$ cat config.mk
export PLATFORM = sky130hd
export DESIGN_NAME = alu_reservation_station
export DESIGN_NICKNAME = d
export VERILOG_FILES = /design/src/hdl/ooo_pkg.sv /design/src/hdl/alu_reservation_station.sv
export VERILOG_INCLUDE_DIRS = /design/src /design/src/hdl
export SDC_FILE = /design/constraint.sdc
export NUM_CORES = 1
export LEC_CHECK = 0
export ABC_AREA = 1
export BUFFER_PORTS_ARGS = -buffer_cell sky130_fd_sc_hd__buf_4
export CORE_MARGIN = 2
export CORE_UTILIZATION = 61
export DETAILED_ROUTE_END_ITERATION = 8
export PLACE_DENSITY_LB_ADDON = 0.08
export SKIP_CTS_REPAIR_TIMING = 1
export SYNTH_ARGS = -nofsm -noshare
export SYNTH_HDL_FRONTEND = slang
export SYNTH_SLANG_ARGS = --single-unit
$ cat constraint.sdc
create_clock -name clk -period 5.18 [get_ports clk]
set_input_delay 0.259 -clock clk [delete_from_list [all_inputs] [get_ports clk]]
set_output_delay 0.259 -clock clk [all_outputs]
set_load 0.02 [all_outputs]
$ cat src/hdl/ooo_cfg.svh
`ifndef OOO_CFG_SVH
`define OOO_CFG_SVH

// Data word width
`define OOO_XLEN 32

// Physical register index width, 128 registers
`define OOO_PREG_W 7

// ROB tag width, 16 slots
`define OOO_ROB_W 4

// Entries in the ALU reservation station
`define OOO_RS_DEPTH 8

`endif

$ cat src/hdl/ooo_pkg.sv
`include "ooo_cfg.svh"

package ooo_pkg;

  typedef logic [`OOO_XLEN-1:0]   xlen_t;
  typedef logic [`OOO_PREG_W-1:0] preg_t;
  typedef logic [`OOO_ROB_W-1:0]  rob_tag_t;

  // SLT compares signed, shifts take the low 5 bits of operand two
  typedef enum logic [2:0] {
    ADD, SUB, AND, OR, XOR, SLL, SRL, SLT
  } alu_op_e;

  // Renamed instruction as it arrives at dispatch
  typedef struct packed {
    preg_t   prs1;
    preg_t   prs2;
    preg_t   prd;
    alu_op_e op;
    xlen_t   imm;
    logic    use_imm;
  } dispatch_t;

  // Common data bus broadcast
  typedef struct packed {
    logic     valid;
    rob_tag_t tag;
    preg_t    prd;
    xlen_t    data;
  } cdb_t;

endpackage

$ cat src/hdl/alu_reservation_station.sv
`include "ooo_cfg.svh"

module alu_reservation_station (
  input  logic               clk,
  input  logic               rst,
  input  logic               i_alloc,
  input  ooo_pkg::dispatch_t i_inst,
  input  ooo_pkg::rob_tag_t  i_tag,
  input  logic               i_src1_ready,
  input  logic               i_src2_ready,
  input  ooo_pkg::cdb_t      i_cdb,
  output logic               o_full,
  output logic               o_issue_valid,
  output ooo_pkg::preg_t     o_issue_prs1,
  output ooo_pkg::preg_t     o_issue_prs2,
  output ooo_pkg::preg_t     o_issue_prd,
  output ooo_pkg::rob_tag_t  o_issue_tag,
  output ooo_pkg::alu_op_e   o_issue_op,
  output ooo_pkg::xlen_t     o_issue_imm,
  output logic               o_issue_use_imm
);

  typedef logic [$clog2(`OOO_RS_DEPTH)-1:0] rs_idx_t;

  logic [`OOO_RS_DEPTH-1:0] ent_valid;
  logic [`OOO_RS_DEPTH-1:0] ent_rdy1;
  logic [`OOO_RS_DEPTH-1:0] ent_rdy2;
  logic [`OOO_RS_DEPTH-1:0] ent_ready;
  ooo_pkg::dispatch_t       ent_inst [`OOO_RS_DEPTH];
  ooo_pkg::rob_tag_t        ent_tag  [`OOO_RS_DEPTH];
  rs_idx_t                  free_idx;
  rs_idx_t                  issue_idx;

  // ==========================================================================
  // Entry select
  // ==========================================================================
  assign ent_ready = ent_valid & ent_rdy1 & ent_rdy2;

  // Scan downwards so the lowest matching index is left standing
  always_comb begin
    free_idx  = '0;
    issue_idx = '0;
    for (int i = `OOO_RS_DEPTH - 1; i >= 0; i--) begin
      if (!ent_valid[i]) free_idx = rs_idx_t'(i);
      if (ent_ready[i])  issue_idx = rs_idx_t'(i);
    end
  end

  assign o_full          = &ent_valid;
  assign o_issue_valid   = |ent_ready;
  assign o_issue_prs1    = ent_inst[issue_idx].prs1;
  assign o_issue_prs2    = ent_inst[issue_idx].prs2;
  assign o_issue_prd     = ent_inst[issue_idx].prd;
  assign o_issue_op      = ent_inst[issue_idx].op;
  assign o_issue_imm     = ent_inst[issue_idx].imm;
  assign o_issue_use_imm = ent_inst[issue_idx].use_imm;
  assign o_issue_tag     = ent_tag[issue_idx];

  // ==========================================================================
  // Wakeup, issue and allocation
  // ==========================================================================
  always_ff @(posedge clk) begin
    if (rst) begin
      ent_valid <= '0;
      ent_rdy1  <= '0;
      ent_rdy2  <= '0;
    end else begin
      for (int i = 0; i < `OOO_RS_DEPTH; i++) begin
        if (i_cdb.valid && ent_valid[i]) begin
          if (ent_inst[i].prs1 == i_cdb.prd) ent_rdy1[i] <= 1'b1;
          if (ent_inst[i].prs2 == i_cdb.prd) ent_rdy2[i] <= 1'b1;
        end
      end
      if (o_issue_valid) begin
        ent_valid[issue_idx] <= 1'b0;
      end
      // Free slot never equals the issuing one, so these never collide
      if (i_alloc) begin
        ent_valid[free_idx] <= 1'b1;
        ent_rdy1[free_idx]  <= i_src1_ready;
        ent_rdy2[free_idx]  <= i_src2_ready;
      end
    end
  end

  always_ff @(posedge clk) begin
    if (i_alloc) begin
      ent_inst[free_idx] <= i_inst;
      ent_tag[free_idx]  <= i_tag;
    end
  end

endmodule

* After elaboration in Yosys (flattened, before gate mapping)
Memories as Yosys holds them, arrays and structs flattened. Index checks and enable logic that the tools add are counted. W data, S select, Z words.
Storage, ports and cells: output and inout bits 63, word-level logic and storage cells 119, latch bits 0, flip-flop bits (word level) 24, memory bits (writable) 488, memories 2, input port bits 110, memory bits (read-only) 0
Cells by class: multiplexer cells 77, equal/unequal tests 16, $mul 0, magnitude comparators 4, bitwise operators 5, div/mod/pow operators 0, add/sub/neg operators 0, reduce and logical (&&, ||, !) cells 12, shifts and indexed selects 0
Memory list:
- ent_inst | words 8, width 57, rd ports 9, clocked after memory_dff 0, write ports 1, RTL line alu_reservation_station.sv:29 | ooo_pkg::dispatch_t ent_inst [`OOO_RS_DEPTH];
- ent_tag | words 8, width 4, rd ports 1, clocked after memory_dff 0, write ports 1, RTL line alu_reservation_station.sv:30 | ooo_pkg::rob_tag_t ent_tag [`OOO_RS_DEPTH];
Operators by type and width (number):
- $eq A7 B7 Y1 | 16
- $mux W1 | 52
- $mux W3 | 16
- $mux W8 | 5
- $and A8 B8 Y8 | 3
- $bwmux W8 | 2
- $logic_and A1 B1 Y1 | 10
- $lt A3 B4 Y1 const B | 2
- $not A8 Y8 | 1
- $or A8 B8 Y8 | 1
- $reduce_and A8 Y1 | 1
- $reduce_or A8 Y1 | 1
- $demux W1 S3 | 2
- $ge A3 B1 Y1 const B | 2

* Logic depth before layout (Yosys ltp)
depth after elaboration 20, gate-level depth with buffers 15

* Worst setup path before layout
No wires, ideal clock.
path kind reg2reg, start reg ent_valid[6], end mem ent_inst[7][0] (netlist bit), enable pin, path slack 2.382 ns, arrival 2.383 ns, stages on the path, launching flop included 10, data required time 4.765 ns, path through dfxtp_1 inv_1 o21ai_0 a21oi_1 o21ai_0 nand2_1 inv_1 buf_4 nand2_1 inv_1
On the way: longest elaborated chain between the ends 7
RTL lines:
- start, declared | RTL line alu_reservation_station.sv:25 | logic [`OOO_RS_DEPTH-1:0] ent_valid;
- start signal, assigned | RTL line alu_reservation_station.sv:64 | ent_valid <= '0;
- start signal, assigned by index | RTL line alu_reservation_station.sv:75 | ent_valid[issue_idx] <= 1'b0;
- start signal, assigned by index | RTL line alu_reservation_station.sv:79 | ent_valid[free_idx] <= 1'b1;
- $mux W3 (7 in series) | RTL line alu_reservation_station.sv:44 | if (!ent_valid[i]) free_idx = rs_idx_t'(i);
- end, declared | RTL line alu_reservation_station.sv:29
Every way passes these cells.

* Final worst setup path
start reg ent_valid[7], end out o_issue_prd[5]
On the way: longest elaborated chain between the ends 11
RTL lines:
- $and A8 B8 Y8 (2 in series) | RTL line alu_reservation_station.sv:37 | assign ent_ready = ent_valid & ent_rdy1 & ent_rdy2;
- $mux W3 (8 in series) | RTL line alu_reservation_station.sv:45 | if (ent_ready[i]) issue_idx = rs_idx_t'(i);
- $mem_v2 Z8 W57
- end, declared | RTL line alu_reservation_station.sv:16 | output ooo_pkg::preg_t o_issue_prd,
Every way passes these cells.

==> summary.txt <==
Outcome
  • Outcome: finished with violations
  • Failing checks: negative hold slack

Clocking
  • Root Driver: clkbuf_16
  • CTS tree: built
  • Sinks on Clock Net: 512
  • Htree depth: 2
  • CTS Buf Count: 53
  • CTS max path bufs: 3
  • Clk slew on worst S/H paths: 0.06 ns
  • Clock latency on the worst-skew pair: 0.59 ns

Cells and area
  • Fill cell count: 2710
  • Post-layout util: 0.711
  • Nets: 2539
  • Share of layout cells above drive strength 1: 0.107
  • Area grow syn2layout: 14.8%

Timing
  • Fin. Hold Viols: 2
  • Hold Slack: -0.00689 ns
  • Final worst path period share: 0.774
  • Minimum clock period: 4.01 ns
  • Clock Skew: 0.0138 ns
  • Unrepaired setup endpoints after global routing: no
  • Max Freq: 249 MHz
  • Least-Margin Pin Slew: 1.10 ns
  • Setup_tns: 0 ns
  • Slew HR: 0.263
  • Final Max Tran Viols: 0
  • Final setup vio count: 0

Power
  • Peak VDD IR: 0.000319 V
  • Static Leak: 0.0112 uW
  • Cell Pwr Density: 333 mW/mm^2

Drt
  • Remaining DRCs: 0
  • Wirelength per Cell: 19.8 um
  • Drt first pass iters: 6
  • Post-route ant nets: 0
  • Total Wirelength: 59.1 mm
  • Initial detailed-routing violation count: 1455
  • Vias after detailed routing: 17140
  • Routed vias/inst: 5.74

Logic synthesis
  • Cell Area, Synth: 0.0234 sq mm
  • YS warnings: 0
  • Post-Synthesis Net Count: 2405
  • Sequential area share after synthesis: 0.647
  • Syn Inst Count: 2295
  • Library cells used by synthesis: 38
  • Post-Syn Area per Cell: 10.2 sq um
  • Seq cells post-synth: 512
  • Yosys top cell area share: 0.626
  • Synth top area cells: edfxtp_1 63%, nand2_1 7.8%, nand3_1 7.4%, inv_1 4.4%, nand4_1 3.5%
  • Cell taking the most area after synthesis: edfxtp_1

Placed design
  • Routability cong.: 0.911
  • Port bufs: 136
  • DPL Wire Length: 32.6 mm

Floorplanning
  • Starting density of the core: 0.620
  • Die height: 200 um
  • Die width: 200 um
  • Row cnt: 71
  • Die Area: 0.0399 sq mm
  • Top Ports: 173
  • Core ar.: 0.0378 sq mm

Critical path
  • Kind of end point of the critical path: output pin
  • Crit path max fanout: 116
  • WS Path Type: reg2out
  • CP startpoint: ent_valid[7]
  • Reg2Reg Launch Point: ent_valid[6]
  • CP Data Required Time: 4.92 ns
  • Critical path arrival: 3.75 ns
  • CP startpoint kind: flip-flop

GRT
  • First-pass GRT wire length: 89.7 mm
  • All-Layer GR Usage: 0.297
  • Pin count of the biggest net entering global routing: 195
  • Vias in the first global route: 16188
  • Total gr overflow: 0
  • Number of antenna violations at the first check in global routing: 2

Job
  • Maxcap violations: 0

Min path
  • Hold WC Path Type: in2reg
  • Hold Startpoint: i_src1_ready
## path summary, 6_finish.rpt
path,endpoint,slack [ns],cells after the start
worst min-delay path,ent_rdy1[4],-0.007,3
worst max-delay path,o_issue_prd[5],1.17,14
worst min register to register,ent_rdy2[4],0.50,2
worst max register to register,ent_tag[3][2],2.09,9
## metal layers
layer	track usage	share of wire
met1	0.402	0.40
met2	0.477	0.48
met3	0.0561	0.087
met4	0.126	0.032
met5	0	0
## metrics by stage
stage	hold slack, ns	setup slack, ns	instance area, sq um	total power [uW]	instances
2_1_floorplan	0.358	2.38	23400	4960	2295
4_1_cts	-0.139	1.19	26200	8930	2920
6_report	-0.00689	1.17	26900	8930	2984
3_3_place_gp	0.467	1.89	24500	5170	2823
5_1_grt	0.00804	0.728	26900	9190	2984
3_5_place_dp	0.490	1.84	24500	5180	2823
## critical path: stages, from the launching register on
cell and delay, ns:
dfxtp_1 0.43, nand2_1 0.09, nor2_1 0.09, nand2_1 0.07, nand2_1 0.05, nand2_1 0.05
nand2_1 0.15, nand2_8 0.42, nand2_4 0.62, buf_4 0.52, nand3_1 0.17, nand2_1 0.13
nor2_1 0.05, nand2_1 0.07, buf_4 0.14
## state kept, by name (all words and copies together) (netlist names)
name,count
ent_valid,8
ent_rdy2,8
ent_inst,456
ent_tag,32
ent_rdy1,8
## cells by family (layout without fill, tap and decap cells)
group / count (synthesis) / in the layout / share of synthesized area
AOI/OAI and AO/OA: 132 / 132 / 0.0331
xor gates and xnor gates: 33 / 33 / 0.0124
other: 0 / 2 / 0
DFF: 512 / 512 / 0.647
and+or+nand+nor: 1178 / 1178 / 0.225
buffers and inverters: 440 / 616 / 0.0824
## final cells by class
cell class | instances | area, sq um | area share
sequential | 512 | 15100 | 0.564
tap | 511 | 639 | 0.0238
timing repair buffer | 223 | 1870 | 0.0695
inverter | 296 | 1120 | 0.0417
multi-input combinational | 1343 | 6360 | 0.237
clock inverter | 32 | 335 | 0.0125
clock buffer | 65 | 1390 | 0.0519
antenna | 2 | 5.00 | 0.000186
## power breakdown
part           internal (uW)  switching (uW)
Combinational            186             319
Clock                   2250            1540
Sequential              4610            23.1
Total                   7050            1880
## cell usage in the layout (no fill, tap or decap), types with 15 or more instances in the layout
cell type	netlist	routed
nand2_1	485	484
a21oi_1	72	72
clkinv_1	18	32
xor2_1	18	18
o21ai_0	20	20
clkinv_2	0	16
nand4_1	132	132
nor3_1	16	16
edfxtp_1	488	488
dfxtp_1	24	24
xnor2_1	15	15
nor2_1	180	180
inv_1	273	266
buf_4	25	158
clkbuf_16	0	54
nand3_1	347	347
o22ai_1	17	17
dlygate4sd3_1	0	62
## cell usage after synthesis, drive strengths merged
cell type,number
buf,115
o211ai,2
nand2,486
o22ai,17
o2111ai,3
clkbuf,29
nor4,1
o2111a,2
o21ai,21
and2,1
nor2,183
inv,278
a31oi,2
nand4,132
nor3,18
xor2,18
dfxtp,24
clkinv,18
or2,9
o31ai,1
edfxtp,488
nor2b,1
a211oi,1
a31o,1
o221ai,9
nand3,347
xnor2,15
a21oi,73
Power figures use the tool's default switching activity.
