==> config.mk <==
export PLATFORM = sky130hd
export DESIGN_NAME = alu_exec
export DESIGN_NICKNAME = d
export VERILOG_FILES = /design/src/hdl/ooo_pkg.sv /design/src/hdl/alu_exec.sv
export VERILOG_INCLUDE_DIRS = /design/src /design/src/hdl
export SDC_FILE = /design/constraint.sdc
export NUM_CORES = 1
export LEC_CHECK = 0
export BUFFER_PORTS_ARGS = -buffer_cell sky130_fd_sc_hd__buf_2
export CORE_UTILIZATION = 40
export CTS_BUF_LIST = sky130_fd_sc_hd__clkbuf_16
export DETAILED_ROUTE_END_ITERATION = 10
export HOLD_SLACK_MARGIN = 0.03
export PLACE_DENSITY = 0.6
export SLEW_MARGIN = 30
export SYNTH_ARGS = -nofsm -noshare
export SYNTH_HDL_FRONTEND = slang
export SYNTH_SLANG_ARGS = --single-unit
==> constraint.sdc <==
create_clock -name clk -period 7.3 [get_ports clk]
set_input_delay 0.365 -clock clk [delete_from_list [all_inputs] [get_ports clk]]
set_output_delay 0.365 -clock clk [all_outputs]
set_load 0.02 [all_outputs]
==> src/hdl/ooo_cfg.svh <==
`ifndef OOO_CFG_SVH
`define OOO_CFG_SVH

// Data word width
`define OOO_XLEN 32

// Physical register index width, 128 registers
`define OOO_PREG_W 7

// ROB tag width, 16 slots
`define OOO_ROB_W 4

// Entries in the ALU reservation station
`define OOO_RS_DEPTH 8

`endif

==> src/hdl/ooo_pkg.sv <==
`include "ooo_cfg.svh"

package ooo_pkg;

  typedef logic [`OOO_XLEN-1:0]   xlen_t;
  typedef logic [`OOO_PREG_W-1:0] preg_t;
  typedef logic [`OOO_ROB_W-1:0]  rob_tag_t;

  // SLT compares signed, shifts take the low 5 bits of operand two
  typedef enum logic [2:0] {
    ADD, SUB, AND, OR, XOR, SLL, SRL, SLT
  } alu_op_e;

  // Renamed instruction as it arrives at dispatch
  typedef struct packed {
    preg_t   prs1;
    preg_t   prs2;
    preg_t   prd;
    alu_op_e op;
    xlen_t   imm;
    logic    use_imm;
  } dispatch_t;

  // Common data bus broadcast
  typedef struct packed {
    logic     valid;
    rob_tag_t tag;
    preg_t    prd;
    xlen_t    data;
  } cdb_t;

endpackage

==> src/hdl/alu_exec.sv <==
module alu_exec (
  input  logic              clk,
  input  logic              rst,
  input  logic              i_valid,
  input  ooo_pkg::alu_op_e  i_op,
  input  ooo_pkg::xlen_t    i_op1,
  input  ooo_pkg::xlen_t    i_op2_reg,
  input  ooo_pkg::xlen_t    i_imm,
  input  logic              i_use_imm,
  input  ooo_pkg::preg_t    i_prd,
  input  ooo_pkg::rob_tag_t i_tag,
  output ooo_pkg::cdb_t     o_cdb
);

  ooo_pkg::xlen_t    op2;
  ooo_pkg::xlen_t    result;
  logic              valid_q;
  ooo_pkg::rob_tag_t tag_q;
  ooo_pkg::preg_t    prd_q;
  ooo_pkg::xlen_t    data_q;

  assign op2 = i_use_imm ? i_imm : i_op2_reg;

  always_comb begin
    case (i_op)
      ooo_pkg::ADD: result = i_op1 + op2;
      ooo_pkg::SUB: result = i_op1 - op2;
      ooo_pkg::AND: result = i_op1 & op2;
      ooo_pkg::OR:  result = i_op1 | op2;
      ooo_pkg::XOR: result = i_op1 ^ op2;
      ooo_pkg::SLL: result = i_op1 << op2[4:0];
      ooo_pkg::SRL: result = i_op1 >> op2[4:0];
      default:      result = ($signed(i_op1) < $signed(op2)) ? 1 : '0;
    endcase
  end

  // Single CDB driver, one cycle after issue
  always_ff @(posedge clk) begin
    if (rst) valid_q <= 1'b0;
    else     valid_q <= i_valid;
  end

  always_ff @(posedge clk) begin
    tag_q  <= i_tag;
    prd_q  <= i_prd;
    data_q <= result;
  end

  assign o_cdb = '{valid: valid_q, tag: tag_q, prd: prd_q, data: data_q};

endmodule

Word-level counts from Yosys, hierarchy flattened. Cells that the tools add are included.

Register bits: 44. Output and inout bits: 44.

Bitwise logic cells: 3. $add $sub $neg: 2. Shift-type cells: 2. Reduce and logical (&&, ||, !) cells: 1. Eq/ne operators: 6. Mux-type cells: 3. Order comparisons: 1.

Operators by type and width (number): $pmux 32 s7 (1); $add 32x32->32 (1); $and 32x32->32 (1); $lt 32x32->1 (1); $mux 32 (1); $or 32x32->32 (1); $shl 32x5->32 (1); $shr 32x5->32 (1); $sub 32x32->32 (1); $xor 32x32->32 (1); $eq 3x3->1 const B (3); $eq 3x2->1 const B (2); $eq 3x1->1 const B (1); $logic_not 3->1 (1); $mux 1 (1).

Longest topological paths before layout. Gate-level depths: netlist of the first run.

Word-level depth: 4. Depth in mapped cells: 18.

Least setup slack after synthesis of the first run. Ideal clock, no wire load.

Kind: input port to flip-flop. From: input i_use_imm. To: register data_q[26]. Data required time: 7.178 ns. Arrival: 4.232 ns. Slack: 2.946 ns. Buffers on the path: 5. Stages on the path: 17. Cells stage by stage: buf_2 mux2i_1 buf_2 buf_1 buf_2 ha_1 buf_2 nand2b_1 a211oi_1 o41a_2 a31oi_1 o21ai_1 nand2_1 o21ai_2 a21oi_1 a221o_1 a221o_1.

Word-level cells in the longest chain between the ends: 3.

RTL lines: from (decl) (line alu_exec.sv:9) `input logic i_use_imm,`; $mux 32 (*) (line alu_exec.sv:22) `assign op2 = i_use_imm ? i_imm : i_op2_reg;`; $sub 32x32->32, or another cell as far along (line alu_exec.sv:27) `ooo_pkg::SUB: result = i_op1 - op2;`; $pmux 32 s7 (*) (line alu_exec.sv:25) `case (i_op)`; net result[26] (line alu_exec.sv:16) `ooo_pkg::xlen_t result;`; to (signal assigned) (line alu_exec.sv:46) `data_q <= result;`; to (decl) (line alu_exec.sv:20) `ooo_pkg::xlen_t data_q;`.

Mark *: on every way through the listed nets, which the timed path passes. The rest lies on a longest branch. A chain may end at the register's enable or synchronous reset.

Final worst setup path of the first run.
From: input i_use_imm. To: register data_q[25].

Same word-level chain as after synthesis.

==> results of run 1 <==
[per-stage QoR]
step           std cells  hold slack [ns]
2_1_floorplan       1323            0.393
3_3_place_gp        1688            0.468
3_5_place_dp        1688            0.469
4_1_cts             1696            0.140
5_1_grt             1696            0.140
6_report            1696            0.138
[final cells by class]
class,count,area [um^2],area share (%)
well taps,285,357,3.44
clock inverters,3,47.5,0.458
multi-input cells,1097,7720,74.4
flip-flops and latches,44,881,8.49
repair buffers,174,913,8.81
inverters,88,330,3.18
clock buffers,5,125,1.21
[metal layers]
metal  vias to the layer above  global-route usage (%)  routed length, um
met4                         0                    8.06               1010
met2                       697                    49.7              16900
met5                         -                       0                  0
li1                       4998                       -                  -
met1                      5132                    47.3              17800
met3                        79                    7.37               4840
[report_power, final]
group | total, mW | switching, mW | internal [mW] | leakage, nW
clock | 0.300 | 0.136 | 0.164 | 0.0840
sequential | 0.291 | 0.0128 | 0.278 | 0.370
combinational | 0.986 | 0.654 | 0.332 | 4.46
[how the worst max path moves through the flow]
stage | startpoint | end
detailed placement | i_use_imm | data_q[27]$_DFF_P_
finish | i_use_imm | data_q[25]$_DFF_P_
global placement | i_use_imm | data_q[27]$_DFF_P_
global route | i_use_imm | data_q[25]$_DFF_P_
CTS | i_use_imm | data_q[27]$_DFF_P_
floorplan | i_use_imm | data_q[26]$_DFF_P_
[cell families after synthesis]
group / Yosys count
AOI/OAI and AO/OA: 452
xor gates and xnor gates: 20
adders and majority gates: 120
buffers and inverters: 182
DFF: 44
muxes: 117
and+or+nand+nor: 388
[flip-flops by register name, indices dropped and copies added, names as in the netlist]
signal,flops
prd_q,7
tag_q,4
valid_q,1
data_q,32
[cell usage after synthesis, types with 7 or more instances]
library cell and number:
nand2_1 122, clkbuf_1 53, o211ai_1 30, o22ai_1 16, dfxtp_1 44, a221o_1 11
nand2b_1 13, buf_4 7, a31oi_1 12, o21bai_1 15, o221ai_1 11, a221oi_1 11
o21ai_0 94, o21ai_1 27, xnor2_1 9, nor2_1 146, xor2_1 11, nor2b_1 8
a21o_1 20, mux2i_1 108, ha_1 118, nand4_1 10, a211oi_1 20, a22oi_1 7
o2111ai_1 9, inv_1 83, a21oi_1 104, nand3_1 28, buf_1 16, a222oi_1 12
buf_2 15, nor3_1 23
==> flow_summary.toml, run 1 <==
[synthesis]
synth_top_cell_by_area = "ha_1"
synth.area.mux_share_pct = 13.5
syn_inst = 1323
syn_area_per_cell_um2 = 7.02
synth_edf_count = 0
netlist_top_cells_area = "ha_1 (16%), mux2i_1 (12%), dfxtp_1 (9.5%)"
synthesis.area_mm2 = 0.00928
syn-num-nets = 1557
synth_top_family_by_area = "compound AO/OA/AOI/OAI gates"
synth-simple-area-share_pct = 18.7
synth_compound_area_share_pct = 32.0
synth_top_area_share_pct = 15.9
synthFlopType = "dfxtp_1"
synthAdderAreaFrac_pct = 16.3
synth_cell_types = 81
seq_area_frac_synth_pct = 9.49
synth-seq-cells = 44
yosys_warnings = 0
async_flop_share_pct = 0
synthXorXnorAreaFrac_pct = 1.89

[place]
post_dp_cell_area_mm2 = 0.0102
dp_worst_setup_slack_ns = 2.45
portBuffers = 157
place_hpwl_um = 31200
globalplace.congestion = 1.04

[min_path]
min_path_cells = 1
worstHoldEndpoint = "prd_q[2]$_DFF_P_"
hp-start = "i_prd[2]"
hold_class = "primary input to flop"

[clock_network]
clock_sinks = 44
cts_buffers = 5
cts_tree = "yes"
root_buffer = "clkbuf_16"
cts_resized = 0
cts.hold.buffers_added = 0
clkTransAtPathRegs_ns = 0.09
cts_max_path_buffers = 2
cts_setup_buffers = 0
htreeDepth = 2

[finish]
nNetsFinal = 1644
layout_commonest_cell = "buf_2"
fin_area_mm2 = 0.0104
layout-drive-gt1-share_pct = 15.5
fillers = 2396
post-route-util_pct = 45.7
most-common-layout-cells = "buf_2 (157), nor2_1 (145), nand2_1 (122)"
area_growth_pct = 11.7
antenna_cells = 0

[global_routing]
grt_pass1_wl_um = 60400
grt_max_degree = 69
grt_pass1_vias = 9743
antenna_found_initial = 0
grt.total_usage_pct = 33.1
gr-total-overflow = 0

[sta]
hold_viol = 0
finalMaxSlewViolations = 0
tightestPinTransition_ns = 1.02
grt_setup_unrepaired = "false"
setup_tns_ns = 0
max_freq_ghz = 0.213
min_period_ns = 4.69
slew_headroom_pct = 31.5
setup_viol = 0
fin_ws_ns = 2.61
timing.final.crit_share_pct = 64.3

[setup_path]
crit_family = "compound AO/OA/AOI/OAI gates"
critical_path_class = "primary input to flop"
worst_ep_required_time_ns = 7.52
cp_num_buf_inv = 2
crit_top_cell = "a31oi_1"
endpoint_kind = "flop"
crit_fanout = 68
crit_chain = "buf_2 > mux2i_4 > buf_4 > ha_1 > o21ba_2 > nor4b_2 > o2111ai_1 > a21oi_2 > a31oi_1 > o31ai_1 > a31oi_1 > o21ai_0 > nor4b_1 > nor2_1"
slowest_stage = "buf_4"
slowest_delay_ns = 0.57
cp.arrival_ns = 4.92
critical_path_depth = 14
startpoint_type = "primary input"

[routing]
post_drt_wl_per_cell_um = 23.9
vias = 10906
drt_drc_violations_left = 0
drt_first_pass_iters = 7
via_per_inst = 6.43
postRouteAntennaNets = 0
drtIter0Drc = 1593
wirelength_um = 40600

[die]
row_count = 55
die-width_um = 154
dieHeight_um = 154
start_util_pct = 40.9
ioPinCount = 158
dieArea_mm2 = 0.0238
core_region_area_mm2 = 0.0227

[run_status]
status = "finished, final reports clean"

[job]
maxCapViolations = 0

[pwr]
p_leak_nw = 4.91
finalPower_mw = 1.58
peakVddDrop_mv = 0.0966
power_density_mw_per_mm2 = 152
Power figures use the tool's default switching activity.
==> inputs of run 2 (changes only) <==
ABC_AREA = 1   (was not set)
PLACE_DENSITY = 0.61   (was 0.6)
clock period = 4.2 ns   (was 7.3 ns; I/O delays follow)
==> run 2 against run 1 <==
Design area is 21% higher. Final cell count is 56% higher. Critical endpoint is now data_q[12]$_DFF_P_. Via count is 39% higher. Sequential share of layout area is 1.5 points lower. Hold slack worse by 0.032 ns. Combinational power is 100% higher.
==> flow_summary.toml, run 2 <==
[run_status]
status = "finished, final reports clean"

[finish]
reg_top3 = "data_q x32, prd_q x7, tag_q x4"
largest_register_ffs = 32
nNetsFinal = 2495
fin_area_mm2 = 0.0125
top_register = "data_q"
area_growth_pct = 10.4
most-common-layout-cells = "nand2_1 (665), nand3_1 (403), inv_1 (291)"
antenna_cells = 0
instances_no_fill = 2640
layout-drive-gt1-share_pct = 10.7
layout_commonest_cell = "nand2_1"

[synthesis]
synth_top_family_by_area = "simple AND/OR/NAND/NOR gates"
synthXorXnorAreaFrac_pct = 0
syn_area_per_cell_um2 = 5.28
synth_compound_area_share_pct = 11.8
synthAdderAreaFrac_pct = 13.4
syn_inst = 2153
async_flop_share_pct = 0
synthesis.area_mm2 = 0.0114
synth_edf_count = 0
syn-num-nets = 2387
synth_top_area_share_pct = 22.0
yosys_warnings = 0
synth_cell_types = 47
synth-simple-area-share_pct = 52.3
synth.area.mux_share_pct = 0
yosys-top-cells-count = "nand2_1 (665), nand3_1 (404), inv_1 (291)"
netlist_top_cells_area = "nand2_1 (22%), nand3_1 (18%), ha_1 (13%)"
synth-seq-cells = 44
synth_top_cell_by_area = "nand2_1"
synth.most_common_cell = "nand2_1"
seq_area_frac_synth_pct = 7.76
synthFlopType = "dfxtp_1"

[sta]
timing.final.crit_share_pct = 81.0
fin_ws_ns = 0.797
slew_headroom_pct = 36.3
max_freq_ghz = 0.294
min_period_ns = 3.40
setup_viol = 0
tightestPinTransition_ns = 0.946
hold_viol = 0
setup_tns_ns = 0
finalMaxSlewViolations = 0
grt_setup_unrepaired = "false"

[setup_path]
critical_path_class = "primary input to flop"
endpoint_kind = "flop"
crit_chain = "buf_2 > buf_4 > nand2_4 > nand2_8 > ha_1 > inv_1 > fa_1 > nand3_1 > nand2_1 > nand2_1 > nand2_1 > nand2_1 > nand2_1 > or2_0 > a21oi_1 > nand4_1"
worst_ep_required_time_ns = 4.40
cp.arrival_ns = 3.60
crit_top_cell = "nand2_1"
slowest_delay_ns = 0.46
crit_fanout = 35
startpoint_type = "primary input"
slowest_stage = "fa_1"

[routing]
drt_drc_violations_left = 0
drt_first_pass_iters = 8
post_drt_wl_per_cell_um = 22.6
drtIter0Drc = 1877
vias = 15124
postRouteAntennaNets = 0
wirelength_um = 59700
via_per_inst = 5.73

[global_routing]
antenna_found_initial = 0
grt.total_usage_pct = 40.6
grt_max_degree = 67
grt_pass1_wl_um = 85800
gr-total-overflow = 0
grt_pass1_vias = 13686

[min_path]
hp-start = "i_valid"
worstHoldEndpoint = "valid_q$_SDFF_PP0_"
hold_class = "primary input to flop"
min_path_cells = 3

[die]
row_count = 61
dieArea_mm2 = 0.0291
core_region_area_mm2 = 0.0279
die-width_um = 171
dieHeight_um = 171
ioPinCount = 158
start_util_pct = 40.8

[clock_network]
clkTransAtPathRegs_ns = 0.08
cts_buffers = 5
root_buffer = "clkbuf_16"
cts_max_path_buffers = 2
clock_sinks = 44
cts_resized = 0
htreeDepth = 2
cts_tree = "yes"

[place]
place_hpwl_um = 49200
dp_worst_setup_slack_ns = 0.604
placed_cells = 2620
portBuffers = 157
post_dp_cell_area_mm2 = 0.0122
globalplace.congestion = 1.02

[pwr]
p_leak_nw = 7.02
power_density_mw_per_mm2 = 245
peakVddDrop_mv = 0.156

[job]
maxCapViolations = 0
-- run 2: cell count changes after synthesis, sizes merged, moves of 13 or more --
| cell | previous run | this run |
|---|---|---|
| a21o | 21 | 0 |
| nand2 | 122 | 674 |
| or2 | 4 | 34 |
| nand2b | 13 | 0 |
| nand4 | 10 | 42 |
| o21ai | 122 | 94 |
| nand3 | 28 | 407 |
| o211ai | 30 | 4 |
| nor2 | 146 | 170 |
| clkbuf | 53 | 14 |
| mux2i | 109 | 0 |
| inv | 87 | 296 |
| buf | 41 | 76 |
| a211oi | 20 | 2 |
-- run 2: cell type report --
type | instances | area [um^2]
fillers | 3213 | 15300
multi-input cells | 1722 | 8810
inverters | 297 | 1120
repair buffers | 191 | 1070
flip-flops and latches | 44 | 881
well taps | 378 | 473
clock buffers | 5 | 125
clock inverters | 3 | 46.3
-- run 2: timing repair --
item                      CTS  global route
hold endpoints to repair   12             0
buffers inserted            0             0
hold buffers               12             0
-- run 2: cells by family after synthesis --
group           Yosys count
fa+ha+maj               120
flops                    44
simple gates           1357
compound gates          245
buf+inv                 387
-- run 2: metrics by stage --
| step | utilization (%) | total power, mW | hold WS, ns |
|---|---|---|---|
| finish | 45.0 | 3.08 | 0.106 |
| global placement | 43.9 | 2.47 | 0.312 |
| CTS | 45.0 | 3.01 | 0.0804 |
| detailed placement | 43.9 | 2.46 | 0.314 |
| global route | 45.0 | 3.25 | 0.104 |
| floorplan | - | 1.79 | 0.238 |
-- run 2: critical path, delay by kind of cell --
kind            cells  cell delay (ns)
compound gates      1             0.22
buf+inv             3             0.69
fa+ha+maj           2             0.80
simple gates       10             1.65
-- run 2: routing by layer --
metal | global-route usage, % | vias to the layer above | wire length, um | part of all wire, %
met3 | 6.55 | 113 | 5300 | 8.9
met5 | 0 | - | 0 | 0
met1 | 55.1 | 7024 | 25800 | 43
li1 | - | 7187 | - | -
met2 | 63.3 | 800 | 26100 | 44
met4 | 17.2 | 0 | 2500 | 4.2
-- run 2: worst max path at each step --
stage	cells past startpoint	endpoint	slack (ns)	from
after floorplan	18	data_q[27]$_DFF_P_	1.69	i_use_imm
after global placement	13	data_q[29]$_DFF_P_	0.60	i_use_imm
after detailed placement	13	data_q[29]$_DFF_P_	0.60	i_use_imm
after CTS	16	data_q[12]$_DFF_P_	0.94	i_use_imm
after global routing	16	data_q[12]$_DFF_P_	0.55	i_use_imm
final	16	data_q[12]$_DFF_P_	0.80	i_use_imm
-- run 2: power breakdown --
part	leakage [nW]	internal (mW)	switching (mW)
clock	0.0804	0.285	0.251
sequential	0.370	0.479	0.0347
combinational	6.57	0.570	1.45
total	7.02	1.33	1.74
