**config.mk**
```make
export PLATFORM = sky130hd
export DESIGN_NAME = pipe_skid_buffer
export DESIGN_NICKNAME = d
export VERILOG_FILES = /design/src/hdl/ooo_pkg.sv /design/src/hdl/pipe_skid_buffer.sv
export VERILOG_INCLUDE_DIRS = /design/src /design/src/hdl
export SDC_FILE = /design/constraint.sdc
export NUM_CORES = 1
export LEC_CHECK = 0
export ABC_AREA = 1
export BUFFER_PORTS_ARGS = -buffer_cell sky130_fd_sc_hd__buf_2
export CAP_MARGIN = 5
export CORE_ASPECT_RATIO = 0.5
export CORE_UTILIZATION = 51
export DETAILED_ROUTE_END_ITERATION = 7
export HOLD_SLACK_MARGIN = 0.1
export PLACE_DENSITY = 0.88
export SKIP_CTS_REPAIR_TIMING = 1
export SLEW_MARGIN = 20
export SYNTH_ARGS = -nofsm -noshare
export SYNTH_HDL_FRONTEND = slang
export SYNTH_SLANG_ARGS = --single-unit
```
**constraint.sdc**
```tcl
create_clock -name clk -period 5.8 [get_ports clk]
set_input_delay 0 -clock clk [delete_from_list [all_inputs] [get_ports clk]]
set_output_delay 0 -clock clk [all_outputs]
set_load 0.01 [all_outputs]
```
**src/hdl/ooo_cfg.svh**
```systemverilog
`ifndef OOO_CFG_SVH
`define OOO_CFG_SVH

// Data word width
`define OOO_XLEN 32

// Physical register index width, 128 registers
`define OOO_PREG_W 7

// ROB tag width, 16 slots
`define OOO_ROB_W 4

// Entries in the ALU reservation station
`define OOO_RS_DEPTH 8

`endif

```
**src/hdl/ooo_pkg.sv**
```systemverilog
`include "ooo_cfg.svh"

package ooo_pkg;

  typedef logic [`OOO_XLEN-1:0]   xlen_t;
  typedef logic [`OOO_PREG_W-1:0] preg_t;
  typedef logic [`OOO_ROB_W-1:0]  rob_tag_t;

  // SLT compares signed, shifts take the low 5 bits of operand two
  typedef enum logic [2:0] {
    ADD, SUB, AND, OR, XOR, SLL, SRL, SLT
  } alu_op_e;

  // Renamed instruction as it arrives at dispatch
  typedef struct packed {
    preg_t   prs1;
    preg_t   prs2;
    preg_t   prd;
    alu_op_e op;
    xlen_t   imm;
    logic    use_imm;
  } dispatch_t;

  // Common data bus broadcast
  typedef struct packed {
    logic     valid;
    rob_tag_t tag;
    preg_t    prd;
    xlen_t    data;
  } cdb_t;

endpackage

```
**src/hdl/pipe_skid_buffer.sv**
```systemverilog
module pipe_skid_buffer (
  input  logic               clk,
  input  logic               rst,
  input  logic               i_valid,
  output logic               o_ready,
  input  ooo_pkg::dispatch_t i_data,
  output logic               o_valid,
  input  logic               i_ready,
  output ooo_pkg::dispatch_t o_data
);

  logic               skid_valid;
  ooo_pkg::dispatch_t skid_data;
  logic               accept;

  // Ready comes straight from a flop, low only while the skid slot is taken
  assign o_ready = ~skid_valid;
  assign accept  = i_valid & o_ready;

  always_ff @(posedge clk) begin
    if (rst) begin
      o_valid    <= 1'b0;
      skid_valid <= 1'b0;
    end else if (!o_valid || i_ready) begin
      // Output slot drains, refill from skid first
      o_valid    <= skid_valid | accept;
      skid_valid <= 1'b0;
    end else if (accept) begin
      skid_valid <= 1'b1;
    end
  end

  always_ff @(posedge clk) begin
    if (!o_valid || i_ready) begin
      o_data <= skid_valid ? skid_data : i_data;
    end else if (accept) begin
      skid_data <= i_data;
    end
  end

endmodule

```
; After elaboration in Yosys (flattened, before gate mapping)
; Index checks and enable logic that the tools add are counted.
[word_totals]
ff_bits = 116
in_bits = 61
out_inout_bits = 59
[classes]
mux = 1
n_bitwise = 4
reduce_logical = 4
[ops]
columns = operator, n
row1 = $mux W57, 1
row2 = $not A1 Y1, 2
row3 = $reduce_and A2 Y1, 1
row4 = $reduce_or A2 Y1, 1
row5 = $and A1 B1 Y1, 1
row6 = $logic_not A1 Y1, 1
row7 = $logic_or A1 B1 Y1, 1
row8 = $or A1 B1 Y1, 1

; Logic depth before layout (Yosys ltp)
; Gate-level depths: netlist of the first run.
[logic_depth]
ltp_word = 4
mapped_depth = 6
ltp_nobuf = 3

; Least setup slack after synthesis of the first run
; OpenSTA, ideal clock, no wires.
[synth_path]
kind = register to register
from = register o_valid
to = register skid_data[0] (netlist bit) (enable)
arrival_time_ns = 4.246
required_ns = 5.327
path_slack_ns = 1.081
stages_incl_launch_ff = 3
cell_sequence = dfxtp_1 -> nand2_1 -> nor2_1
[synth_via]
elab_chain_len = 4
[synth_rtl]
columns = element, line
row1 = from (decl), pipe_skid_buffer.sv:7  ; output logic o_valid,
row2 = from (signal assigned), pipe_skid_buffer.sv:26  ; o_valid <= skid_valid | accept;
row3 = $logic_not A1 Y1, pipe_skid_buffer.sv:34  ; if (!o_valid || i_ready) begin
row4 = $logic_or A1 B1 Y1, pipe_skid_buffer.sv:34
row5 = $not A1 Y1 (no line), n/a
row6 = $reduce_and A2 Y1 (no line), n/a
row7 = to (signal assigned), pipe_skid_buffer.sv:37  ; skid_data <= i_data;
row8 = to (decl), pipe_skid_buffer.sv:13  ; ooo_pkg::dispatch_t skid_data;
; No other way between the ends.
; A chain may end at the register's enable or synchronous reset.

; Worst setup path after layout of the first run
[layout_path]
from = register skid_valid
to = register skid_data[6] (netlist bit) (enable)
[layout_via]
elab_chain_len = 3
[layout_rtl]
columns = element, line
row1 = from (decl), pipe_skid_buffer.sv:12  ; logic skid_valid;
row2 = from (signal assigned), pipe_skid_buffer.sv:23  ; skid_valid <= 1'b0;
row3 = from (signal assigned), pipe_skid_buffer.sv:27  ; skid_valid <= 1'b0;
row4 = from (signal assigned), pipe_skid_buffer.sv:29  ; skid_valid <= 1'b1;
row5 = $not A1 Y1, pipe_skid_buffer.sv:17  ; assign o_ready = ~skid_valid;
row6 = $and A1 B1 Y1, pipe_skid_buffer.sv:18  ; assign accept = i_valid & o_ready;
row7 = $reduce_and A2 Y1 (no line), n/a
; No other way between the ends.

==> flow_summary.yaml, run 1 <==
cts:
  clock_latency_ns: 0.42
  cts-buffers-inserted: 17
  root_buffer: "clkbuf_16"
  cts_buffer_depth: 2
  htreeDepth: 4
  cts_tree: "built"
  cts.clk_slew.worst_paths_ns: 0.06
  cts_num_sinks: 116
route:
  firstDrtPassIters: 5
  first_iter_violations: 396
  num_vias: 3248
  wl_um: 11900
  routed_via_density: 5.21
  drt-wirelength-per-cell_um: 19.1
  ant_nets: 0
  drc: 0
pwr:
  power_density_nw_per_um2: 361
  peakVddDrop_uv: 223
  p_total_mw: 2.20
  power_leakage_nw: 2.66
synth:
  synth_seq_area_share_pct: 81.7
  netlist_instances: 311
  syn-cell-area_um2: 4240
  synth_area_per_cell_um2: 13.6
  synth_fp_nets: 372
  ys_warn_count: 0
  ys_types: 11
  ys_seq_elements: 116
global_routing:
  antenna_found_initial: 0
  grt_start_max_net_pins: 61
  grt_use_total_pct: 21.8
  grt_overflow: 0
  grt_pass1_vias: 2641
  grt_pass1_wl_um: 13200
cells_and_area:
  syn2layout_area_growth_pct: 43.8
  fin_util_pct: 75.9
  layout_common_cells: "nand2_1 (173), buf_2 (119), edfxtp_1 (114)"
  layout_commonest_cell: "nand2_1"
  drive_gt1_share_pct: 29.7
  diodes: 0
  nets: 560
placement:
  port_buffers: 119
  gp_congestion: 0.772
  place_hpwl_um: 5550
  dpl_worst_slack_ns: 2.46
floorplan:
  rows: 23
  ios: 120
  die_w_um: 131
  die_area_um2: 8700
  core_area_um2: 8030
  initial_core_util_pct: 52.8
  fp.dieH_um: 66.5
critical_path:
  worstSetupPathType: "reg -> reg"
  cp_cell_sequence: "inv_2 -> nand2_1 -> nor2_4 -> buf_4"
  critPathTopFamily: "buffers and inverters"
  cp.arrival_ns: 3.58
  cp-end-kind: "register"
  timing.critical_path.buf_inv: 2
  worst_path_max_delay_cell: "inv_2"
  critical-path-max-stage-delay_ns: 0.92
  start_kind: "register"
  required_ns: 5.89
  critPathMaxFanout: 60
sta:
  tightest_slew_ns: 1.10
  finalCritPeriodShare_pct: 60.3
  setup-tns-final_ns: 0
  slew_headroom_pct: 26.5
  rsz0062_at_grt: "false"
  setup_violations: 0
  fin_skew_ns: 0.00664
  report.final.slew_viol_count: 0
  setup_slack_ns: 2.30
  final.min_clock_period_ns: 3.50
  fmax_mhz: 286
  hold_viol: 0
flow_run:
  cap_violations: 0
run_status:
  status: "complete, no violations"
hold_path:
  hp-class: "in -> reg"
layout make-up:
cell class | count | area, um^2
Sequential cell | 116 | 3460
Fill cell | 415 | 1930
Timing Repair Buffer | 182 | 1220
Multi-Input combinational cell | 179 | 684
Clock buffer | 19 | 433
Clock inverter | 13 | 140
Tap cell | 112 | 140
Inverter | 3 | 11.3
routing by layer:
layer | vias up | global-route usage [%] | routed length, um
met4 | 0 | 11.9 | 339
li1 | 1431 | - | -
met2 | 205 | 36.6 | 5940
met3 | 37 | 7.39 | 1040
met5 | - | 0 | 0
met1 | 1575 | 24.8 | 4620
cell usage after synthesis:
master | instances | area [um^2]
nand2_1 | 174 | 653
edfxtp_1 | 114 | 3420
buf_2 | 8 | 40.0
buf_6 | 3 | 33.8
nor2_1 | 3 | 11.3
buf_4 | 2 | 15.0
dfxtp_1 | 2 | 40.0
inv_1 | 2 | 7.51
inv_2 | 1 | 3.75
nand3_1 | 1 | 5.00
o21ai_0 | 1 | 5.00
metrics by stage:
stage | hold slack, ns | std cells | area [um^2]
3_3_place_gp | 0.192 | 531 | 4910
3_5_place_dp | 0.193 | 531 | 4910
5_1_grt | 0.287 | 624 | 6090
2_1_floorplan | 0.0989 | 311 | 4240
6_report | 0.254 | 624 | 6090
4_1_cts | -0.226 | 563 | 5480
logic make-up (layout without fill, tap and decap cells):
group                  after synthesis  count (layout)  synth area share [%]
AOI/OAI and AO/OA                    1               1                 0.118
DFF                                116             116                  81.7
buffers and inverters               16             217                  2.36
and+or+nand+nor                    178             178                  15.8
worst register-to-register path: cells and delay by family (launching register included):
kind                   cells  cell delay (ns)
AND/OR/NAND/NOR            2             1.10
flip-flops                 1             0.65
buffers and inverters      2             1.40
state kept, by name, indices dropped and copies added (netlist names):
signal,cells
o_data,57
o_valid,1
skid_data,57
skid_valid,1
where the power goes:
group | internal [mW] | switching [mW]
clock network | 0.665 | 0.370
logic | 0.0758 | 0.0931
registers | 0.977 | 0.0188
final timing paths:
kind                         to           from  slack [ns]  depth (start not counted)
setup / recovery   skid_data[6]     skid_valid        2.30                          4
hold / removal    skid_data[34]        i_ready        0.25                          4
setup reg to reg   skid_data[6]     skid_valid        2.30                          4
hold reg to reg      o_data[39]  skid_data[39]        0.51                          2
Note: power is estimated with default switching activity, not from simulation.
==> inputs of run 2 (changes only) <==
- CORE_UTILIZATION: 51 -> 46
- PLACE_DENSITY: 0.88 -> 0.85
- clock period: 5.8 -> 2.9 ns (I/O delays scaled with it)
==> run 2 against run 1 <==
Non-clock buffer count grew 3. Worst setup slack lost 1.2 ns. Maximum frequency grew 98%. Power is 93% higher. Clock power up 88%. Via count shrank 4.0%. First-iteration DRC count fell by 33%. Die area grew 11%. Global-route usage decreased by 1.9 points. Critical endpoint is now o_valid.
==> flow_summary.yaml, run 2 (synthesis results as in run 1) <==
run_status:
  status: "complete, no violations"
sta:
  fmax_mhz: 566
  fin_skew_ns: 0.00653
  final.min_clock_period_ns: 1.77
  setup-tns-final_ns: 0
  setup_slack_ns: 1.13
  finalCritPeriodShare_pct: 61.0
  setup_violations: 0
  report.final.slew_viol_count: 0
  slew_headroom_pct: 50.2
  tightest_slew_ns: 0.748
  hold_viol: 0
  rsz0062_at_grt: "false"
  hold_slack_ns: 0.290
critical_path:
  critPathMaxFanout: 59
  rrSetupSlack_ns: 1.13
  worstSetupPathType: "reg -> reg"
  r2r-start: "skid_valid"
  cp.arrival_ns: 2.12
  cp-end-kind: "register"
  worstSetupStartpoint: "skid_valid"
  reg2reg_to: "o_valid"
  worstSetupEndpoint: "o_valid"
  reg2regPathDepth: 4
  start_kind: "register"
  required_ns: 3.25
pwr:
  p_int_mw: 3.38
  swShare_pct: 20.7
  p_total_mw: 4.25
  power_density_nw_per_um2: 696
  power_leakage_nw: 2.67
  switching_power_mw: 0.879
  peakVddDrop_uv: 408
  combinationalPowerShare_pct: 7.9
  p_seq_share_pct: 46.6
  power.share.clock_pct: 45.6
hold_path:
  hp-class: "in -> reg"
  min_path_cells: 5
placement:
  dp_cells: 539
  dpl_worst_slack_ns: 1.49
  gp_congestion: 0.803
  place_hpwl_um: 5380
  port_buffers: 119
cts:
  cts_num_sinks: 116
  root_buffer: "clkbuf_16"
  cts-buffers-inserted: 17
  cts_buffer_depth: 2
  clock_latency_ns: 0.40
  htreeDepth: 4
  cts_tree: "built"
  cts.clk_slew.worst_paths_ns: 0.05
cells_and_area:
  drive_gt1_share_pct: 30.3
  layout_commonest_cell: "nand2_1"
  syn2layout_area_growth_pct: 44.3
  largestRegisters: "o_data x57, skid_data x57"
  nFillCells: 552
  nets: 563
  diodes: 0
  instances_no_fill: 632
  layout_common_cells: "nand2_1 (173), buf_2 (119), edfxtp_1 (114)"
global_routing:
  grt_overflow: 0
  grt_pass1_vias: 2787
  grt_use_total_pct: 19.9
  antenna_found_initial: 0
  grt_start_max_net_pins: 60
  grt_pass1_wl_um: 13700
route:
  drt-wirelength-per-cell_um: 16.5
  ant_nets: 0
  first_iter_violations: 265
  drc: 0
  wl_um: 10400
  routed_via_density: 4.93
  num_vias: 3117
  firstDrtPassIters: 5
floorplan:
  core_area_um2: 8830
  initial_core_util_pct: 48.0
  rows: 24
  die_w_um: 138
  die_area_um2: 9620
  ios: 120
  fp.dieH_um: 69.9
flow_run:
  cap_violations: 0
run 2: changes by cell type in the layout (fill, tap and decap cells not counted):
cell / before / now
bufinv_16: 3 / 0
clkinv_1: 3 / 0
clkinv_2: 6 / 3
clkinv_4: 1 / 0
buf_4: 2 / 5
clkbuf_1: 2 / 4
clkbuf_8: 0 / 8
run 2: area by class of cell:
type	instances	area [um^2]	area share [%]
inverters	3	11.3	0.184
well taps	117	146	2.39
flip-flops and latches	116	3460	56.6
clock buffers	29	551	9.00
repair buffers	185	1240	20.3
multi-input cells	179	684	11.2
clock inverters	3	15.0	0.245
run 2: worst min-delay path by stage:
stage / start / end / slack, ns
after CTS: i_data[34] / skid_data[34] / -0.23
after global routing: i_ready / skid_data[37] / 0.30
after global placement: i_data[30] / skid_data[30] / 0.19
after floorplan: i_data[0] / skid_data[0] / 0.1
after detailed placement: i_data[31] / skid_data[31] / 0.19
final: i_ready / skid_data[55] / 0.29
run 2: stage by stage:
step | util (%) | instance area (um^2)
2_1_floorplan | - | 4250
3_3_place_gp | 56.0 | 4940
3_5_place_dp | 56.0 | 4940
4_1_cts | 62.4 | 5510
5_1_grt | 69.3 | 6120
6_report | 69.3 | 6120
run 2: layer usage:
metal | vias to the layer above | part of all wire, % | track usage [%]
li1 | 1432 | - | -
met1 | 1491 | 37 | 22.3
met2 | 150 | 52 | 33.7
met3 | 44 | 6.0 | 6.68
met4 | 0 | 4.7 | 10.6
met5 | - | 0 | 0
run 2: power by group through the flow:
stage	clock network [mW]	registers [mW]	logic (mW)
floorplan	0	2.05	0.0760
finish	1.94	1.98	0.334
global route	2.03	1.99	0.364
global placement	0	2.01	0.247
detailed placement	0	2.01	0.258
CTS	1.95	1.98	0.261
run 2: critical path: stages (launching register included):
cell and delay (ns):
dfxtp_2 0.34, buf_4 0.50, o21ai_0 0.21, nand2_1 0.11, dlygate4sd3_1 0.54
==> inputs of run 3 (changes only) <==
- clock period: 2.9 -> 1.5 ns (I/O delays scaled with it)
==> run 3 against run 2 <==
Register-to-register slack worse by 0.83 ns. Wire length grew 3.1%. Global-route usage fell by 0.57 points. Core utilization rose by 0.75 points. Largest power group is now the clock network.
==> flow_summary.yaml, run 3 (synthesis results as in run 1) <==
sta:
  report.final.slew_viol_count: 0
  finalCritPeriodShare_pct: 85.4
  setup-tns-final_ns: 0
  fmax_mhz: 781
  final.min_clock_period_ns: 1.28
  tightest_slew_ns: 0.341
  hold_viol: 0
  setup_violations: 0
  slew_headroom_pct: 77.3
  fin_skew_ns: 0.00744
  rsz0062_at_grt: "false"
route:
  wl_um: 10700
  drc: 0
  num_vias: 3164
  drt-wirelength-per-cell_um: 16.9
  firstDrtPassIters: 5
  routed_via_density: 5.00
  first_iter_violations: 254
  ant_nets: 0
floorplan:
  die_w_um: 138
  fp.dieH_um: 69.9
  rows: 24
  die_area_um2: 9620
  core_area_um2: 8830
  initial_core_util_pct: 48.0
  ios: 120
cts:
  cts-buffers-inserted: 17
  cts_num_sinks: 116
  cts_tree: "built"
  cts.clk_slew.worst_paths_ns: 0.06
  cts_buffer_depth: 2
  htreeDepth: 4
  root_buffer: "clkbuf_16"
  clock_latency_ns: 0.40
cells_and_area:
  area.sequential_um2: 3470
  fin_util_pct: 70.0
  diodes: 0
  layout_common_cells: "nand2_1 (172), buf_2 (119), edfxtp_1 (114)"
  nFillCells: 531
  syn2layout_area_growth_pct: 45.9
  instances_no_fill: 633
  layout_commonest_cell: "nand2_1"
  drive_gt1_share_pct: 30.8
  fin_area_um2: 6180
  largestRegisters: "o_data x57, skid_data x57"
  multi_input_area_um2: 701
  nets: 565
critical_path:
  r2r-start: "o_valid"
  worstSetupPathType: "reg -> out"
  rrSetupSlack_ns: 0.30
  reg2reg_to: "skid_data[9]"
  cp-end-kind: "output pin"
  critPathMaxFanout: 26
  required_ns: 1.50
  cp.arrival_ns: 1.28
  reg2regPathDepth: 3
  start_kind: "register"
global_routing:
  antenna_found_initial: 0
  grt_pass1_wl_um: 13400
  grt_use_total_pct: 19.3
  grt_start_max_net_pins: 33
  grt_pass1_vias: 2705
  grt_overflow: 0
pwr:
  p_total_mw: 8.42
  power_density_nw_per_um2: 1360
  peakVddDrop_uv: 979
  power_leakage_nw: 2.68
placement:
  port_buffers: 119
  place_area_um2: 5010
  place_hpwl_um: 5550
  gp_congestion: 0.818
  dp_cells: 542
flow_run:
  cap_violations: 0
run_status:
  status: "complete, no violations"
hold_path:
  holdCritStartpoint: "i_data[42]"
  hold_end: "skid_data[42]"
  hp-class: "in -> reg"
  min_path_cells: 2
run 3: through the flow:
| stage | setup slack, ns | hold WS, ns |
|---|---|---|
| 2_1_floorplan | -0.426 | 0.0989 |
| 3_3_place_gp | 0.368 | 0.193 |
| 3_5_place_dp | 0.348 | 0.193 |
| 4_1_cts | 0.227 | -0.223 |
| 5_1_grt | 0.176 | 0.312 |
| 6_report | 0.220 | 0.320 |
run 3: layout make-up:
class / count / area share, %
timing repair buffer: 187 / 20.7
clock inverter: 12 / 2.25
sequential: 116 / 56.1
inverter: 3 / 0.223
clock buffer: 19 / 7.00
tap: 117 / 2.37
multi-input combinational: 179 / 11.3
run 3: critical path: stages, from the launching register on:
cell and delay, ns:
dfxtp_2 0.34, inv_4 0.06, buf_4 0.28, buf_2 0.19
run 3: routing by layer:
metal / part of all wire, % / GRT usage, %
met1: 38 / 23.2
met2: 52 / 31.5
met3: 6.8 / 6.32
met4: 3.4 / 9.54
met5: 0 / 0
run 3: worst max-delay path by stage:
stage	startpoint	to
after floorplan	o_valid	skid_data[0]
after global placement	o_valid	skid_data[22]
after detailed placement	o_valid	skid_data[22]
after CTS	skid_valid	o_ready
after global routing	skid_valid	o_ready
final	skid_valid	o_ready
run 3: power breakdown:
part           internal [mW]  total, mW  switching, mW
Clock                   2.57       3.92           1.35
Combinational          0.303      0.665          0.361
Sequential              3.77       3.83         0.0552
Total                   6.65       8.42           1.77
